==> src/hdl/periph_pkg.sv <==
// Peripheral subsystem shared definitions
// Address layout, peripheral indices and register word map

package periph_pkg;

  // One bus address, seen raw or split into decode fields
  typedef struct packed {
    logic [15:0] region;
    logic [3:0]  periph_sel;
    logic [9:0]  reg_word;
    logic [1:0]  byte_off;
  } periph_addr_fields_t;

  typedef union packed {
    logic [31:0]         raw;
    periph_addr_fields_t fields;
  } periph_addr_u;

  localparam logic [15:0] PERIPH_REGION = 16'h3008;

  localparam logic [3:0] SEL_INTR  = 4'd0;
  localparam logic [3:0] SEL_GPIO  = 4'd1;
  localparam logic [3:0] SEL_TIMER = 4'd2;

  localparam logic [31:0] UNMAPPED_RDATA = 32'hDEADBEEF;

  // GPIO register words
  localparam logic [9:0] GPIO_OUT         = 10'd0;
  localparam logic [9:0] GPIO_OE          = 10'd1;
  localparam logic [9:0] GPIO_IN          = 10'd2;
  localparam logic [9:0] GPIO_INTR_EN     = 10'd3;
  localparam logic [9:0] GPIO_INTR_STATUS = 10'd4;

  // Timer register words
  localparam logic [9:0] TMR_CTRL    = 10'd0;
  localparam logic [9:0] TMR_COUNT   = 10'd1;
  localparam logic [9:0] TMR_COMPARE = 10'd2;
  localparam logic [9:0] TMR_STATUS  = 10'd3;

  // Interrupt controller register words
  localparam logic [9:0] INTR_ENABLE  = 10'd0;
  localparam logic [9:0] INTR_PENDING = 10'd1;
  localparam logic [9:0] INTR_CLAIM   = 10'd2;

endpackage : periph_pkg
==> src/hdl/periph_subsystem.sv <==
// Peripheral subsystem top level
// Bus bridge, address decoder, GPIO, event timer and interrupt controller

module periph_subsystem #(
    parameter int NUM_GPIO = 8,
    parameter int NUM_EXT  = 4
) (
    input  logic                clk_i,
    input  logic                reset_i,

    input  logic                bus_req_i,
    input  logic                bus_we_i,
    input  logic [31:0]         bus_addr_i,
    input  logic [31:0]         bus_wdata_i,
    output logic                bus_gnt_o,
    output logic                bus_rvalid_o,
    output logic [31:0]         bus_rdata_o,

    input  logic [NUM_GPIO-1:0] gpio_i,
    output logic [NUM_GPIO-1:0] gpio_o,
    output logic [NUM_GPIO-1:0] gpio_oe_o,

    input  logic [NUM_EXT-1:0]  ext_intr_i,
    output logic                timer_intr_o,
    output logic                irq_o
);

  logic                     reg_valid;
  logic                     reg_write;
  periph_pkg::periph_addr_u reg_addr;
  logic [31:0]              reg_wdata;
  logic [31:0]              reg_rdata;

  logic                     gpio_sel;
  logic                     timer_sel;
  logic                     intr_sel;
  logic                     wr;
  logic [9:0]               word;
  logic [31:0]              wdata;
  logic [31:0]              gpio_rdata;
  logic [31:0]              timer_rdata;
  logic [31:0]              intr_rdata;
  logic [NUM_GPIO-1:0]      gpio_intr;
  logic                     intr_rd;

  // Claim reads have a side effect, so the controller needs a read strobe
  assign intr_rd = intr_sel && !wr;

  bus_reg_bridge bus_reg_bridge_inst (
      .clk_i,
      .reset_i,
      .bus_req_i,
      .bus_we_i,
      .bus_addr_i,
      .bus_wdata_i,
      .bus_gnt_o,
      .bus_rvalid_o,
      .bus_rdata_o,
      .reg_valid_o(reg_valid),
      .reg_write_o(reg_write),
      .reg_addr_o (reg_addr),
      .reg_wdata_o(reg_wdata),
      .reg_rdata_i(reg_rdata)
  );

  periph_decode periph_decode_inst (
      .reg_valid_i  (reg_valid),
      .reg_write_i  (reg_write),
      .reg_addr_i   (reg_addr),
      .reg_wdata_i  (reg_wdata),
      .gpio_sel_o   (gpio_sel),
      .timer_sel_o  (timer_sel),
      .intr_sel_o   (intr_sel),
      .wr_o         (wr),
      .word_o       (word),
      .wdata_o      (wdata),
      .gpio_rdata_i (gpio_rdata),
      .timer_rdata_i(timer_rdata),
      .intr_rdata_i (intr_rdata),
      .reg_rdata_o  (reg_rdata)
  );

  gpio_regs #(
      .NUM_GPIO(NUM_GPIO)
  ) gpio_regs_inst (
      .clk_i,
      .reset_i,
      .sel_i    (gpio_sel),
      .wr_i     (wr),
      .word_i   (word),
      .wdata_i  (wdata),
      .rdata_o  (gpio_rdata),
      .gpio_i,
      .gpio_o,
      .gpio_oe_o,
      .intr_o   (gpio_intr)
  );

  event_timer event_timer_inst (
      .clk_i,
      .reset_i,
      .sel_i  (timer_sel),
      .wr_i   (wr),
      .word_i (word),
      .wdata_i(wdata),
      .rdata_o(timer_rdata),
      .intr_o (timer_intr_o)
  );

  intr_ctrl #(
      .NUM_GPIO(NUM_GPIO),
      .NUM_EXT (NUM_EXT)
  ) intr_ctrl_inst (
      .clk_i,
      .reset_i,
      .sel_i       (intr_sel),
      .rd_i        (intr_rd),
      .wr_i        (wr),
      .word_i      (word),
      .wdata_i     (wdata),
      .rdata_o     (intr_rdata),
      .gpio_intr_i (gpio_intr),
      .timer_intr_i(timer_intr_o),
      .ext_intr_i,
      .irq_o
  );

endmodule : periph_subsystem

==> src/hdl/intr_ctrl.sv <==
// Interrupt controller with edge-triggered pending bits and per-source enables
// Reading the claim register returns and clears the lowest active source

module intr_ctrl #(
    parameter int NUM_GPIO = 8,
    parameter int NUM_EXT  = 4
) (
    input  logic                clk_i,
    input  logic                reset_i,
    input  logic                sel_i,
    input  logic                rd_i,
    input  logic                wr_i,
    input  logic [9:0]          word_i,
    input  logic [31:0]         wdata_i,
    output logic [31:0]         rdata_o,
    input  logic [NUM_GPIO-1:0] gpio_intr_i,
    input  logic                timer_intr_i,
    input  logic [NUM_EXT-1:0]  ext_intr_i,
    output logic                irq_o
);

  // Id 0 means no interrupt; at most 32 sources fit one register
  localparam int NUM_SRC = 1 + NUM_GPIO + 1 + NUM_EXT;
  localparam int ID_W    = $clog2(NUM_SRC);

  logic [NUM_SRC-1:0] src;
  logic [NUM_SRC-1:0] src_q;
  logic [NUM_SRC-1:0] pending_q;
  logic [NUM_SRC-1:0] enable_q;
  logic [NUM_SRC-1:0] active;
  logic [NUM_SRC-1:0] claim_mask;
  logic [ID_W-1:0]    claim_id;
  logic               claim_rd;

  assign src      = {ext_intr_i, timer_intr_i, gpio_intr_i, 1'b0};
  assign active   = pending_q & enable_q;
  assign claim_rd = rd_i && (word_i == periph_pkg::INTR_CLAIM);

  // Lowest numbered active source
  always_comb begin
    claim_id   = '0;
    claim_mask = '0;
    for (int i = NUM_SRC - 1; i > 0; i--) begin
      if (active[i]) begin
        claim_id   = ID_W'(i);
        claim_mask = '0;
        claim_mask[i] = 1'b1;
      end
    end
  end

  always_ff @(posedge clk_i) begin
    if (reset_i) begin
      src_q     <= '0;
      pending_q <= '0;
      enable_q  <= '0;
    end else begin
      src_q     <= src;
      pending_q <= (pending_q & ~(claim_rd ? claim_mask : '0)) | (src & ~src_q);
      if (sel_i && wr_i && word_i == periph_pkg::INTR_ENABLE) begin
        enable_q <= wdata_i[NUM_SRC-1:0];
      end
    end
  end

  always_comb begin
    case (word_i)
      periph_pkg::INTR_ENABLE:  rdata_o = 32'(enable_q);
      periph_pkg::INTR_PENDING: rdata_o = 32'(pending_q);
      periph_pkg::INTR_CLAIM:   rdata_o = 32'(claim_id);
      default:                  rdata_o = periph_pkg::UNMAPPED_RDATA;
    endcase
  end

  assign irq_o = |active;

endmodule : intr_ctrl

==> src/hdl/event_timer.sv <==
// Event timer
// Counts up to the compare value, wraps and raises a sticky expired flag

module event_timer (
    input  logic        clk_i,
    input  logic        reset_i,
    input  logic        sel_i,
    input  logic        wr_i,
    input  logic [9:0]  word_i,
    input  logic [31:0] wdata_i,
    output logic [31:0] rdata_o,
    output logic        intr_o
);

  logic        enable_q;
  logic [31:0] count_q;
  logic [31:0] compare_q;
  logic        expired_q;
  logic        wr_en;
  logic        match;

  assign wr_en = sel_i && wr_i;
  assign match = enable_q && (count_q == compare_q);

  always_ff @(posedge clk_i) begin
    if (reset_i) begin
      enable_q  <= 1'b0;
      count_q   <= '0;
      compare_q <= '0;
      expired_q <= 1'b0;
    end else begin
      if (wr_en && word_i == periph_pkg::TMR_COUNT) begin
        count_q <= wdata_i;
      end else if (match) begin
        count_q <= '0;
      end else if (enable_q) begin
        count_q <= count_q + 32'd1;
      end

      if (match) begin
        expired_q <= 1'b1;
      end else if (wr_en && word_i == periph_pkg::TMR_STATUS && wdata_i[0]) begin
        expired_q <= 1'b0;
      end

      if (wr_en && word_i == periph_pkg::TMR_CTRL)    enable_q  <= wdata_i[0];
      if (wr_en && word_i == periph_pkg::TMR_COMPARE) compare_q <= wdata_i;
    end
  end

  always_comb begin
    case (word_i)
      periph_pkg::TMR_CTRL:    rdata_o = {31'h0, enable_q};
      periph_pkg::TMR_COUNT:   rdata_o = count_q;
      periph_pkg::TMR_COMPARE: rdata_o = compare_q;
      periph_pkg::TMR_STATUS:  rdata_o = {31'h0, expired_q};
      default:                 rdata_o = periph_pkg::UNMAPPED_RDATA;
    endcase
  end

  assign intr_o = expired_q;

endmodule : event_timer

==> src/hdl/gpio_regs.sv <==
// GPIO block with output, output enable and synchronized inputs
// Enabled pins latch a status bit on a rising edge

module gpio_regs #(
    parameter int NUM_GPIO = 8
) (
    input  logic                clk_i,
    input  logic                reset_i,
    input  logic                sel_i,
    input  logic                wr_i,
    input  logic [9:0]          word_i,
    input  logic [31:0]         wdata_i,
    output logic [31:0]         rdata_o,
    input  logic [NUM_GPIO-1:0] gpio_i,
    output logic [NUM_GPIO-1:0] gpio_o,
    output logic [NUM_GPIO-1:0] gpio_oe_o,
    output logic [NUM_GPIO-1:0] intr_o
);

  logic [NUM_GPIO-1:0] out_q;
  logic [NUM_GPIO-1:0] oe_q;
  logic [NUM_GPIO-1:0] in_meta_q;
  logic [NUM_GPIO-1:0] in_sync_q;
  logic [NUM_GPIO-1:0] intr_en_q;
  logic [NUM_GPIO-1:0] status_q;
  logic [NUM_GPIO-1:0] rise_set;
  logic [NUM_GPIO-1:0] status_clr;
  logic                wr_en;

  assign wr_en = sel_i && wr_i;

  // Edge seen between the two synchronizer stages
  assign rise_set   = in_meta_q & ~in_sync_q & intr_en_q;
  assign status_clr = (wr_en && word_i == periph_pkg::GPIO_INTR_STATUS) ?
                      wdata_i[NUM_GPIO-1:0] : '0;

  always_ff @(posedge clk_i) begin
    if (reset_i) begin
      out_q     <= '0;
      oe_q      <= '0;
      in_meta_q <= '0;
      in_sync_q <= '0;
      intr_en_q <= '0;
      status_q  <= '0;
    end else begin
      in_meta_q <= gpio_i;
      in_sync_q <= in_meta_q;
      // A new edge wins over a clear in the same cycle
      status_q  <= (status_q & ~status_clr) | rise_set;
      if (wr_en && word_i == periph_pkg::GPIO_OUT)     out_q     <= wdata_i[NUM_GPIO-1:0];
      if (wr_en && word_i == periph_pkg::GPIO_OE)      oe_q      <= wdata_i[NUM_GPIO-1:0];
      if (wr_en && word_i == periph_pkg::GPIO_INTR_EN) intr_en_q <= wdata_i[NUM_GPIO-1:0];
    end
  end

  always_comb begin
    case (word_i)
      periph_pkg::GPIO_OUT:         rdata_o = 32'(out_q);
      periph_pkg::GPIO_OE:          rdata_o = 32'(oe_q);
      periph_pkg::GPIO_IN:          rdata_o = 32'(in_sync_q);
      periph_pkg::GPIO_INTR_EN:     rdata_o = 32'(intr_en_q);
      periph_pkg::GPIO_INTR_STATUS: rdata_o = 32'(status_q);
      default:                      rdata_o = periph_pkg::UNMAPPED_RDATA;
    endcase
  end

  assign gpio_o    = out_q;
  assign gpio_oe_o = oe_q;
  assign intr_o    = status_q;

endmodule : gpio_regs

==> src/hdl/periph_decode.sv <==
// Register address decoder
// Routes a register strobe to one peripheral and muxes its read data back

module periph_decode (
    input  logic                      reg_valid_i,
    input  logic                      reg_write_i,
    input  periph_pkg::periph_addr_u  reg_addr_i,
    input  logic [31:0]               reg_wdata_i,

    output logic                      gpio_sel_o,
    output logic                      timer_sel_o,
    output logic                      intr_sel_o,

    output logic                      wr_o,
    output logic [9:0]                word_o,
    output logic [31:0]               wdata_o,

    input  logic [31:0]               gpio_rdata_i,
    input  logic [31:0]               timer_rdata_i,
    input  logic [31:0]               intr_rdata_i,
    output logic [31:0]               reg_rdata_o
);

  logic       region_hit;
  logic [3:0] sel_idx;

  assign region_hit = (reg_addr_i.fields.region == periph_pkg::PERIPH_REGION);
  assign sel_idx    = reg_addr_i.fields.periph_sel;

  assign gpio_sel_o  = reg_valid_i && region_hit && (sel_idx == periph_pkg::SEL_GPIO);
  assign timer_sel_o = reg_valid_i && region_hit && (sel_idx == periph_pkg::SEL_TIMER);
  assign intr_sel_o  = reg_valid_i && region_hit && (sel_idx == periph_pkg::SEL_INTR);

  assign wr_o    = reg_write_i;
  assign word_o  = reg_addr_i.fields.reg_word;
  assign wdata_o = reg_wdata_i;

  always_comb begin
    if (gpio_sel_o) begin
      reg_rdata_o = gpio_rdata_i;
    end else if (timer_sel_o) begin
      reg_rdata_o = timer_rdata_i;
    end else if (intr_sel_o) begin
      reg_rdata_o = intr_rdata_i;
    end else begin
      reg_rdata_o = periph_pkg::UNMAPPED_RDATA;
    end
  end

endmodule : periph_decode

==> src/hdl/bus_reg_bridge.sv <==
// Bus slave front end
// Grants each request at once and answers one cycle later

module bus_reg_bridge (
    input  logic                      clk_i,
    input  logic                      reset_i,

    input  logic                      bus_req_i,
    input  logic                      bus_we_i,
    input  logic [31:0]               bus_addr_i,
    input  logic [31:0]               bus_wdata_i,
    output logic                      bus_gnt_o,
    output logic                      bus_rvalid_o,
    output logic [31:0]               bus_rdata_o,

    output logic                      reg_valid_o,
    output logic                      reg_write_o,
    output periph_pkg::periph_addr_u  reg_addr_o,
    output logic [31:0]               reg_wdata_o,
    input  logic [31:0]               reg_rdata_i
);

  logic        rvalid_q;
  logic [31:0] rdata_q;

  // No back-pressure, so grant and strobe track the request
  assign bus_gnt_o       = bus_req_i;
  assign reg_valid_o     = bus_req_i;
  assign reg_write_o     = bus_we_i;
  assign reg_addr_o.raw  = bus_addr_i;
  assign reg_wdata_o     = bus_wdata_i;

  always_ff @(posedge clk_i) begin
    if (reset_i) begin
      rvalid_q <= 1'b0;
    end else begin
      rvalid_q <= bus_req_i;
    end
  end

  // Write responses carry zero data
  always_ff @(posedge clk_i) begin
    if (bus_req_i) begin
      rdata_q <= bus_we_i ? 32'h0 : reg_rdata_i;
    end
  end

  assign bus_rvalid_o = rvalid_q;
  assign bus_rdata_o  = rdata_q;

endmodule : bus_reg_bridge

==> config.mk <==
export PLATFORM = sky130hd
export DESIGN_NAME = periph_subsystem
export DESIGN_NICKNAME = d
export VERILOG_FILES = /design/src/hdl/periph_pkg.sv /design/src/hdl/periph_subsystem.sv /design/src/hdl/intr_ctrl.sv /design/src/hdl/event_timer.sv /design/src/hdl/gpio_regs.sv /design/src/hdl/periph_decode.sv /design/src/hdl/bus_reg_bridge.sv
export SDC_FILE = /design/constraint.sdc
export NUM_CORES = 1
export LEC_CHECK = 0
export ABC_CLOCK_PERIOD_IN_PS = 5000
export BUFFER_PORTS_ARGS = -buffer_cell sky130_fd_sc_hd__buf_2
export CAP_MARGIN = 15
export CORE_MARGIN = 2
export CORE_UTILIZATION = 42
export CTS_CLUSTER_SIZE = 30
export DETAILED_ROUTE_END_ITERATION = 12
export GPL_TIMING_DRIVEN = 0
export PLACE_DENSITY_LB_ADDON = 0.15
export SLEW_MARGIN = 25
export SYNTH_ARGS = -nofsm -noshare
export SYNTH_HDL_FRONTEND = slang
export SYNTH_SLANG_ARGS = --single-unit
==> constraint.sdc <==
create_clock -name clk_i -period 5 [get_ports clk_i]
set_clock_uncertainty 0.05 [all_clocks]
set_input_delay 0.25 -clock clk_i [delete_from_list [all_inputs] [get_ports clk_i]]
set_output_delay 0.25 -clock clk_i [all_outputs]
set_load 0.02 [all_outputs]
# [Yosys cells after proc, flatten, opt, wreduce, memory -nomap -nowiden]
# Cells that the tools add are included.
[classes] n_reduce_logical=26 n_bitwise=12 n_mux=39 n_eq_ne=8 n_addsub=1
[ops] cell="2-to-1 mux 14 bit" count=14
[ops] cell="2-to-1 mux 32 bit" count=6
[ops] cell="one-hot mux 32 bit (5 select lines)" count=1
[ops] cell="one-hot mux 32 bit (4 select lines)" count=1
[ops] cell="one-hot mux 32 bit (3 select lines)" count=1
[ops] cell="2-to-1 mux 4 bit" count=13
[ops] cell="bitwise AND 14 bit" count=3
[ops] cell="adder 32 x 1 -> 32 bit (second input constant)" count=1
[ops] cell="equality test 32 bit" count=1
[ops] cell="inverter 14 bit" count=2
[ops] cell="bitwise AND 8 bit" count=3
[ops] cell="equality test 10 x 2 -> 1 bit (second input constant)" count=2
[ops] cell="logical AND 1 bit" count=20
[ops] cell="equality test 16 x 14 -> 1 bit (second input constant)" count=1
[ops] cell="inverter 8 bit" count=2
[ops] cell="OR 14 bit" count=1
[ops] cell="OR reduction 14 bit" count=1
[ops] cell="equality test 10 x 1 -> 1 bit (second input constant)" count=1
[ops] cell="equality test 10 x 3 -> 1 bit (second input constant)" count=1
[ops] cell="logical NOT 10 bit" count=1
[ops] cell="2-to-1 mux 8 bit" count=1
[ops] cell="OR 8 bit" count=1
[ops] cell="equality test 4 x 1 -> 1 bit (second input constant)" count=1
[ops] cell="equality test 4 x 2 -> 1 bit (second input constant)" count=1
[ops] cell="5 further kinds" count=6
[totals] word_cells=102 output_inout_bits=52 input_bits=80 ff_bits=189

# [Longest topological paths before layout]
[depth] depth_word=18 ltp_mapped=10 mapped_depth_nobuf=7

# [Hierarchy]
# Synthesis repeated with hierarchy kept, for this count alone.
[hier_totals] cells_unflattened=1317 area_unflattened_um2=11682.5
[modules_own_cells] module="event_timer" area_per_inst_um2=4052.6 n_inst=1 cells_each=492 seq_area_each_um2=1321.3
[modules_own_cells] module="gpio_regs" area_per_inst_um2=2462.4 n_inst=1 cells_each=262 seq_area_each_um2=960.9
[modules_own_cells] module="intr_ctrl" area_per_inst_um2=2074.5 n_inst=1 cells_each=254 seq_area_each_um2=800.8
[modules_own_cells] module="bus_reg_bridge" area_per_inst_um2=1712.9 n_inst=1 cells_each=136 seq_area_each_um2=980.9
[modules_own_cells] module="periph_decode" area_per_inst_um2=1366.3 n_inst=1 cells_each=172 seq_area_each_um2=0.0
[modules_own_cells] module="periph_subsystem" area_per_inst_um2=13.8 n_inst=1 cells_each=1 seq_area_each_um2=0.0

# [Least setup slack after synthesis]
# OpenSTA, ideal clock, no wires.
[synth_path] kind="input to register" from="in bus_addr_i[21]" to="reg bus_reg_bridge_inst.rdata_q[6] (netlist: bus_reg_bridge_inst.bus_rdata_o[6]) (data pin)" slack_ns=2.468 stages=7 t_arrival_ns=2.213 n_path_buf=1 t_required_ns=4.681 setup_time_ns=0.269 cell_sequence="or4_1 > nor4_2 > nand3_1 > or4_1 > clkbuf_1 > a221oi_1 > o41ai_1"
[synth_between] elab_chain_len=6 word_cells_on_any_way=8 classes_between="eq/ne (1); mux (3); reduce/logical (4)"
[synth_lines] element="start, declared" line="periph_subsystem.sv:13" text="input logic [31:0] bus_addr_i,"
[synth_lines] element="equality test 16 x 14 -> 1 bit *" line="periph_decode.sv:27" text="assign region_hit = (reg_addr_i.fields.region == periph_pkg::PERIPH_REGION);"
[synth_lines] element="logical AND 1 bit *" line="periph_decode.sv:30, periph_decode.sv:31, periph_decode.sv:32"
[synth_lines] element="logical AND 1 bit" line="periph_decode.sv:32" text="assign intr_sel_o = reg_valid_i && region_hit && (sel_idx == periph_pkg::SEL_INTR);"
[synth_lines] element="2-to-1 mux 32 bit" line="periph_decode.sv:43" text="end else if (intr_sel_o) begin"
[synth_lines] element="2-to-1 mux 32 bit" line="periph_decode.sv:41" text="end else if (timer_sel_o) begin"
[synth_lines] element="2-to-1 mux 32 bit *" line="periph_decode.sv:39" text="if (gpio_sel_o) begin"
[synth_lines] element="end signal, assigned" line="bus_reg_bridge.sv:44" text="rdata_q <= bus_we_i ? 32'h0 : reg_rdata_i;"
[synth_lines] element="end, declared" line="bus_reg_bridge.sv:24" text="logic [31:0] rdata_q;"
# Mark *: on every way between the ends. The rest lies on a longest branch, timed or not.
# A chain may end at the register's enable or synchronous reset.

# [Final worst setup path]
[layout_path] from="in bus_req_i" to="reg bus_reg_bridge_inst.rdata_q[4] (netlist: bus_reg_bridge_inst.bus_rdata_o[4]) (data pin)"
[layout_between] elab_chain_len=5 word_cells_on_any_way=7 classes_between="mux (3); reduce/logical (4)"
[layout_lines] element="start, declared" line="periph_subsystem.sv:11" text="input logic bus_req_i,"
[layout_lines] element="logical AND 1 bit *" line="periph_decode.sv:30, periph_decode.sv:31, periph_decode.sv:32"
[layout_lines] element="logical AND 1 bit" line="periph_decode.sv:32"
[layout_lines] element="2-to-1 mux 32 bit" line="periph_decode.sv:43"
[layout_lines] element="2-to-1 mux 32 bit" line="periph_decode.sv:41"
[layout_lines] element="2-to-1 mux 32 bit *" line="periph_decode.sv:39"
# Marked as above.

==> qor.yml <==
status: "completed"
placementRows: 54
path_cells: "buf_2 > nor3b_1 > nand4_1 > nor3_1 > nor4b_1 > a22oi_1 > a21oi_1"
layout_worst_path_cycle_share: 0.7187
synth_area_mm2: 0.009296
place.port_buffers: 125
worst_ep_required_time_ns: 5.21
reg2reg_slack_ns: 2.03
ys_warn_count: 0
antenna_violating_nets_post_route: 0
worst-path-buf-inv: 1
cap_viol_max_count: 0
cell_at_the_root_of_the_clock_tree: "clkbuf_16"
seq_area_mm2: 0.004064
cp-startpoint: "bus_req_i"
whs_path_depth: 3
power_per_cell_area_mw_per_mm2: 296.8
synth_ff_type: "dfxtp_1"
startpoint_type: "input port"
grt_setup_unrepaired: "no"
detail_route.first_pass.iterations: 6
route.final.wire_length_um: 34040
detailroute.via_count: 9179
hold-path-endpoint: "event_timer_inst.compare_q[29]$_SDFFE_PP0P_"
tightest_slew_ns: 1.025
r2r_start: "event_timer_inst.count_q[2]$_SDFFE_PP0P_"
drt_drc_violations_left: 0
layout_fillers: 2148
worst_path_max_delay_cell: "nor3_1"
combinational_family_with_the_most_area_after_synthesis: "simple AND/OR/NAND/NOR gates"
clk_transition_reported_paths_ns: 0.07
tritoncts: "yes"
count_of_flip_flops_with_a_built_in_enable_after_synthesis: 32
die_height_um: 152.8
place_congestion: 0.9291
areaGrowthSynthToFinish_pct: 19.45
total_power_mw: 3.296
syn_area_per_cell_um2: 8.398
most_common_library_cell_in_the_layout_ignoring_fill_and_taps: "nand2_1"
cp_top_family: "simple AND/OR/NAND/NOR gates"
final_hold_viol_count: 0
cts_setup_buffers: 0
synth_xor_xnor_area_share: 0.05087
place.detailed.instances: 1513
cp_data_arrival_time_ns: 3.80
async_reset_ff_frac: 0
synth_mux_area_frac: 0.02396
synth_seq_area_share: 0.4371
synth_top_area_cell: "dfxtp_1"
synthAdderAreaFrac: 0.001346
multi_input_gate_area_in_the_final_layout_mm2: 0.004777
worst-path-max-fanout: 36
core-area_mm2: 0.02176
critical_path_class: "input port to flip-flop"
timing.reg2reg.worst_path_depth: 8
final_period_minus_worst_setup_slack_ns: 3.594
cts_max_level: 4
io_pins: 132
max_freq_mhz: 278.3
hpwl_after_detailed_placement_um: 24650
cts.path.max_buffers: 2
fin_setup_tns_ns: 0
synth_fp_nets: 1188
synth.area.top_cells: "dfxtp_1 (33%), edfxtp_1 (10%), nand2_1 (8.3%), a21oi_1 (5.7%), xnor2_1 (3.1%)"
crit_path_end_kind: "flip-flop"
vias_in_the_first_global_route: 8705
gr-usage-all-layers: 0.2881
total_leakage_power_nw: 4.078
synth_simple_gate_area_frac: 0.2612
net_count_of_the_finished_layout: 1355
initial_utilization: 0.4273
layout.cells.most_common_list: "nand2_1 (205), dfxtp_1 (155), buf_2 (130), a21oi_1 (106), nor2_1 (69)"
finalSetupViolations: 0
die_width_um: 152.8
synth.top_cell.area_share: 0.3338
grt_first_pass_wirelength_um: 51610
detailed_place.area_mm2: 0.01028
synth-compound-area-share: 0.1759
overflow: 0
final_layout_size_suffix_gt1_frac: 0.1515
postLayoutCellArea_mm2: 0.01110
drt-initial-drc-count: 927
hold_start: "bus_wdata_i[29]"
slew_headroom: 0.3117
synth.ff_latch_count: 187
grt_antenna_before_repair: 0
final_core_utilization: 0.5104
antenna_cells: 0
viasPerCell: 5.858
post_synth_num_cell_types: 76
largest_net_degree_at_the_start_of_global_routing: 37
tritoncts.num_buffers: 17
layout.cells.non_filler: 1567
avgRoutedWirePerCell_um: 21.72
netlist_instances: 1107
timing.rr.end: "event_timer_inst.count_q[31]$_SDFFE_PP0P_"
vdd_ir_drop_max_uv: 209.6
clk-insertion-delay-late_ns: 0.46
hold_class: "input port to flip-flop"
slew_viol_final: 0
die_area_mm2: 0.02334
largest_stage_delay_on_the_critical_path_ns: 0.86
count_of_clock_tree_sinks: 187
final cells by class:
type,instances,share of cell area
Sequential cell,187,0.3660
Inverter,30,0.01014
Multi-Input combinational cell,811,0.4302
Buffer,79,0.03132
Timing Repair Buffer,148,0.07685
Clock buffer,17,0.03831
Clock inverter,15,0.01566
Tap cell,280,0.03155
registers in the layout, indices dropped and copies added (netlist names), 13 cells and up:
name,flops
event_timer_inst.count_q,32
intr_ctrl_inst.enable_q,14
event_timer_inst.compare_q,32
bus_reg_bridge_inst.bus_rdata_o,32
intr_ctrl_inst.pending_q,13
intr_ctrl_inst.src_q,13
logic make-up (layout without fill, tap and decap cells):
kind of cell	Yosys count	after routing
AOI/OAI and AO/OA	245	245
xor gates and xnor gates	54	54
and+or+nand+nor	494	494
buffers and inverters	109	289
muxes	17	17
adders and majority gates	1	1
DFF	187	187
power by group:
group          switching, mW  internal [mW]
Sequential            0.0170           1.57
Combinational          0.181          0.108
Clock                  0.704          0.718
Total                  0.902           2.39
layer usage:
layer	global-route usage	share of wire
met3	0.05489	0.080
met5	0	0
met1	0.3760	0.42
met4	0.1155	0.039
met2	0.4715	0.47
worst register-to-register path: stages (launching register included):
cell and delay (ns):
dfxtp_1 0.31, clkbuf_1 0.35, nand4_1 0.24, or4_1 0.66, buf_6 0.20, nor4_1 0.57
mux2i_1 0.15, o21a_1 0.19, nor3_1 0.17
worst max path at each step:
stage / endpoint / slack (ns) / cells past startpoint
global route: bus_reg_bridge_inst.bus_rdata_o[26]$_SDFFCE_PP0P_ / 1.20 / 8
CTS: bus_reg_bridge_inst.bus_rdata_o[4]$_SDFFCE_PP0P_ / 1.54 / 7
detailed placement: bus_reg_bridge_inst.bus_rdata_o[16]$_SDFFCE_PP0P_ / 1.09 / 8
global placement: bus_reg_bridge_inst.bus_rdata_o[30]$_SDFFCE_PP0P_ / 1.13 / 8
finish: bus_reg_bridge_inst.bus_rdata_o[4]$_SDFFCE_PP0P_ / 1.41 / 7
floorplan: bus_reg_bridge_inst.bus_rdata_o[6]$_SDFFCE_PP0P_ / 2.47 / 7
per-stage QoR:
step           setup slack [ns]  hold slack [ns]
2_1_floorplan             2.468           0.2831
3_3_place_gp              1.128           0.3832
3_5_place_dp              1.088           0.3936
4_1_cts                   1.544         0.001370
5_1_grt                   1.200         0.004220
6_report                  1.406         0.002788
Yosys cell counts, types with 14 or more instances:
cell / count
a21oi_1: 106
a221oi_1: 29
a22oi_1: 14
clkbuf_1: 58
dfxtp_1: 155
edfxtp_1: 32
inv_1: 30
nand2_1: 205
nand3_1: 42
nand4_1: 31
nor2_1: 69
nor2b_1: 32
nor3_1: 30
o21ai_0: 18
xnor2_1: 33
xor2_1: 21
timing repair:
item                                   4_1_cts  5_1_grt
resized for setup                            0        0
setup endpoints to repair                    0        0
hold buffers                                22        0
endpoints found under the hold margin       29        0
No activity file was read; power rests on OpenSTA's default activity.
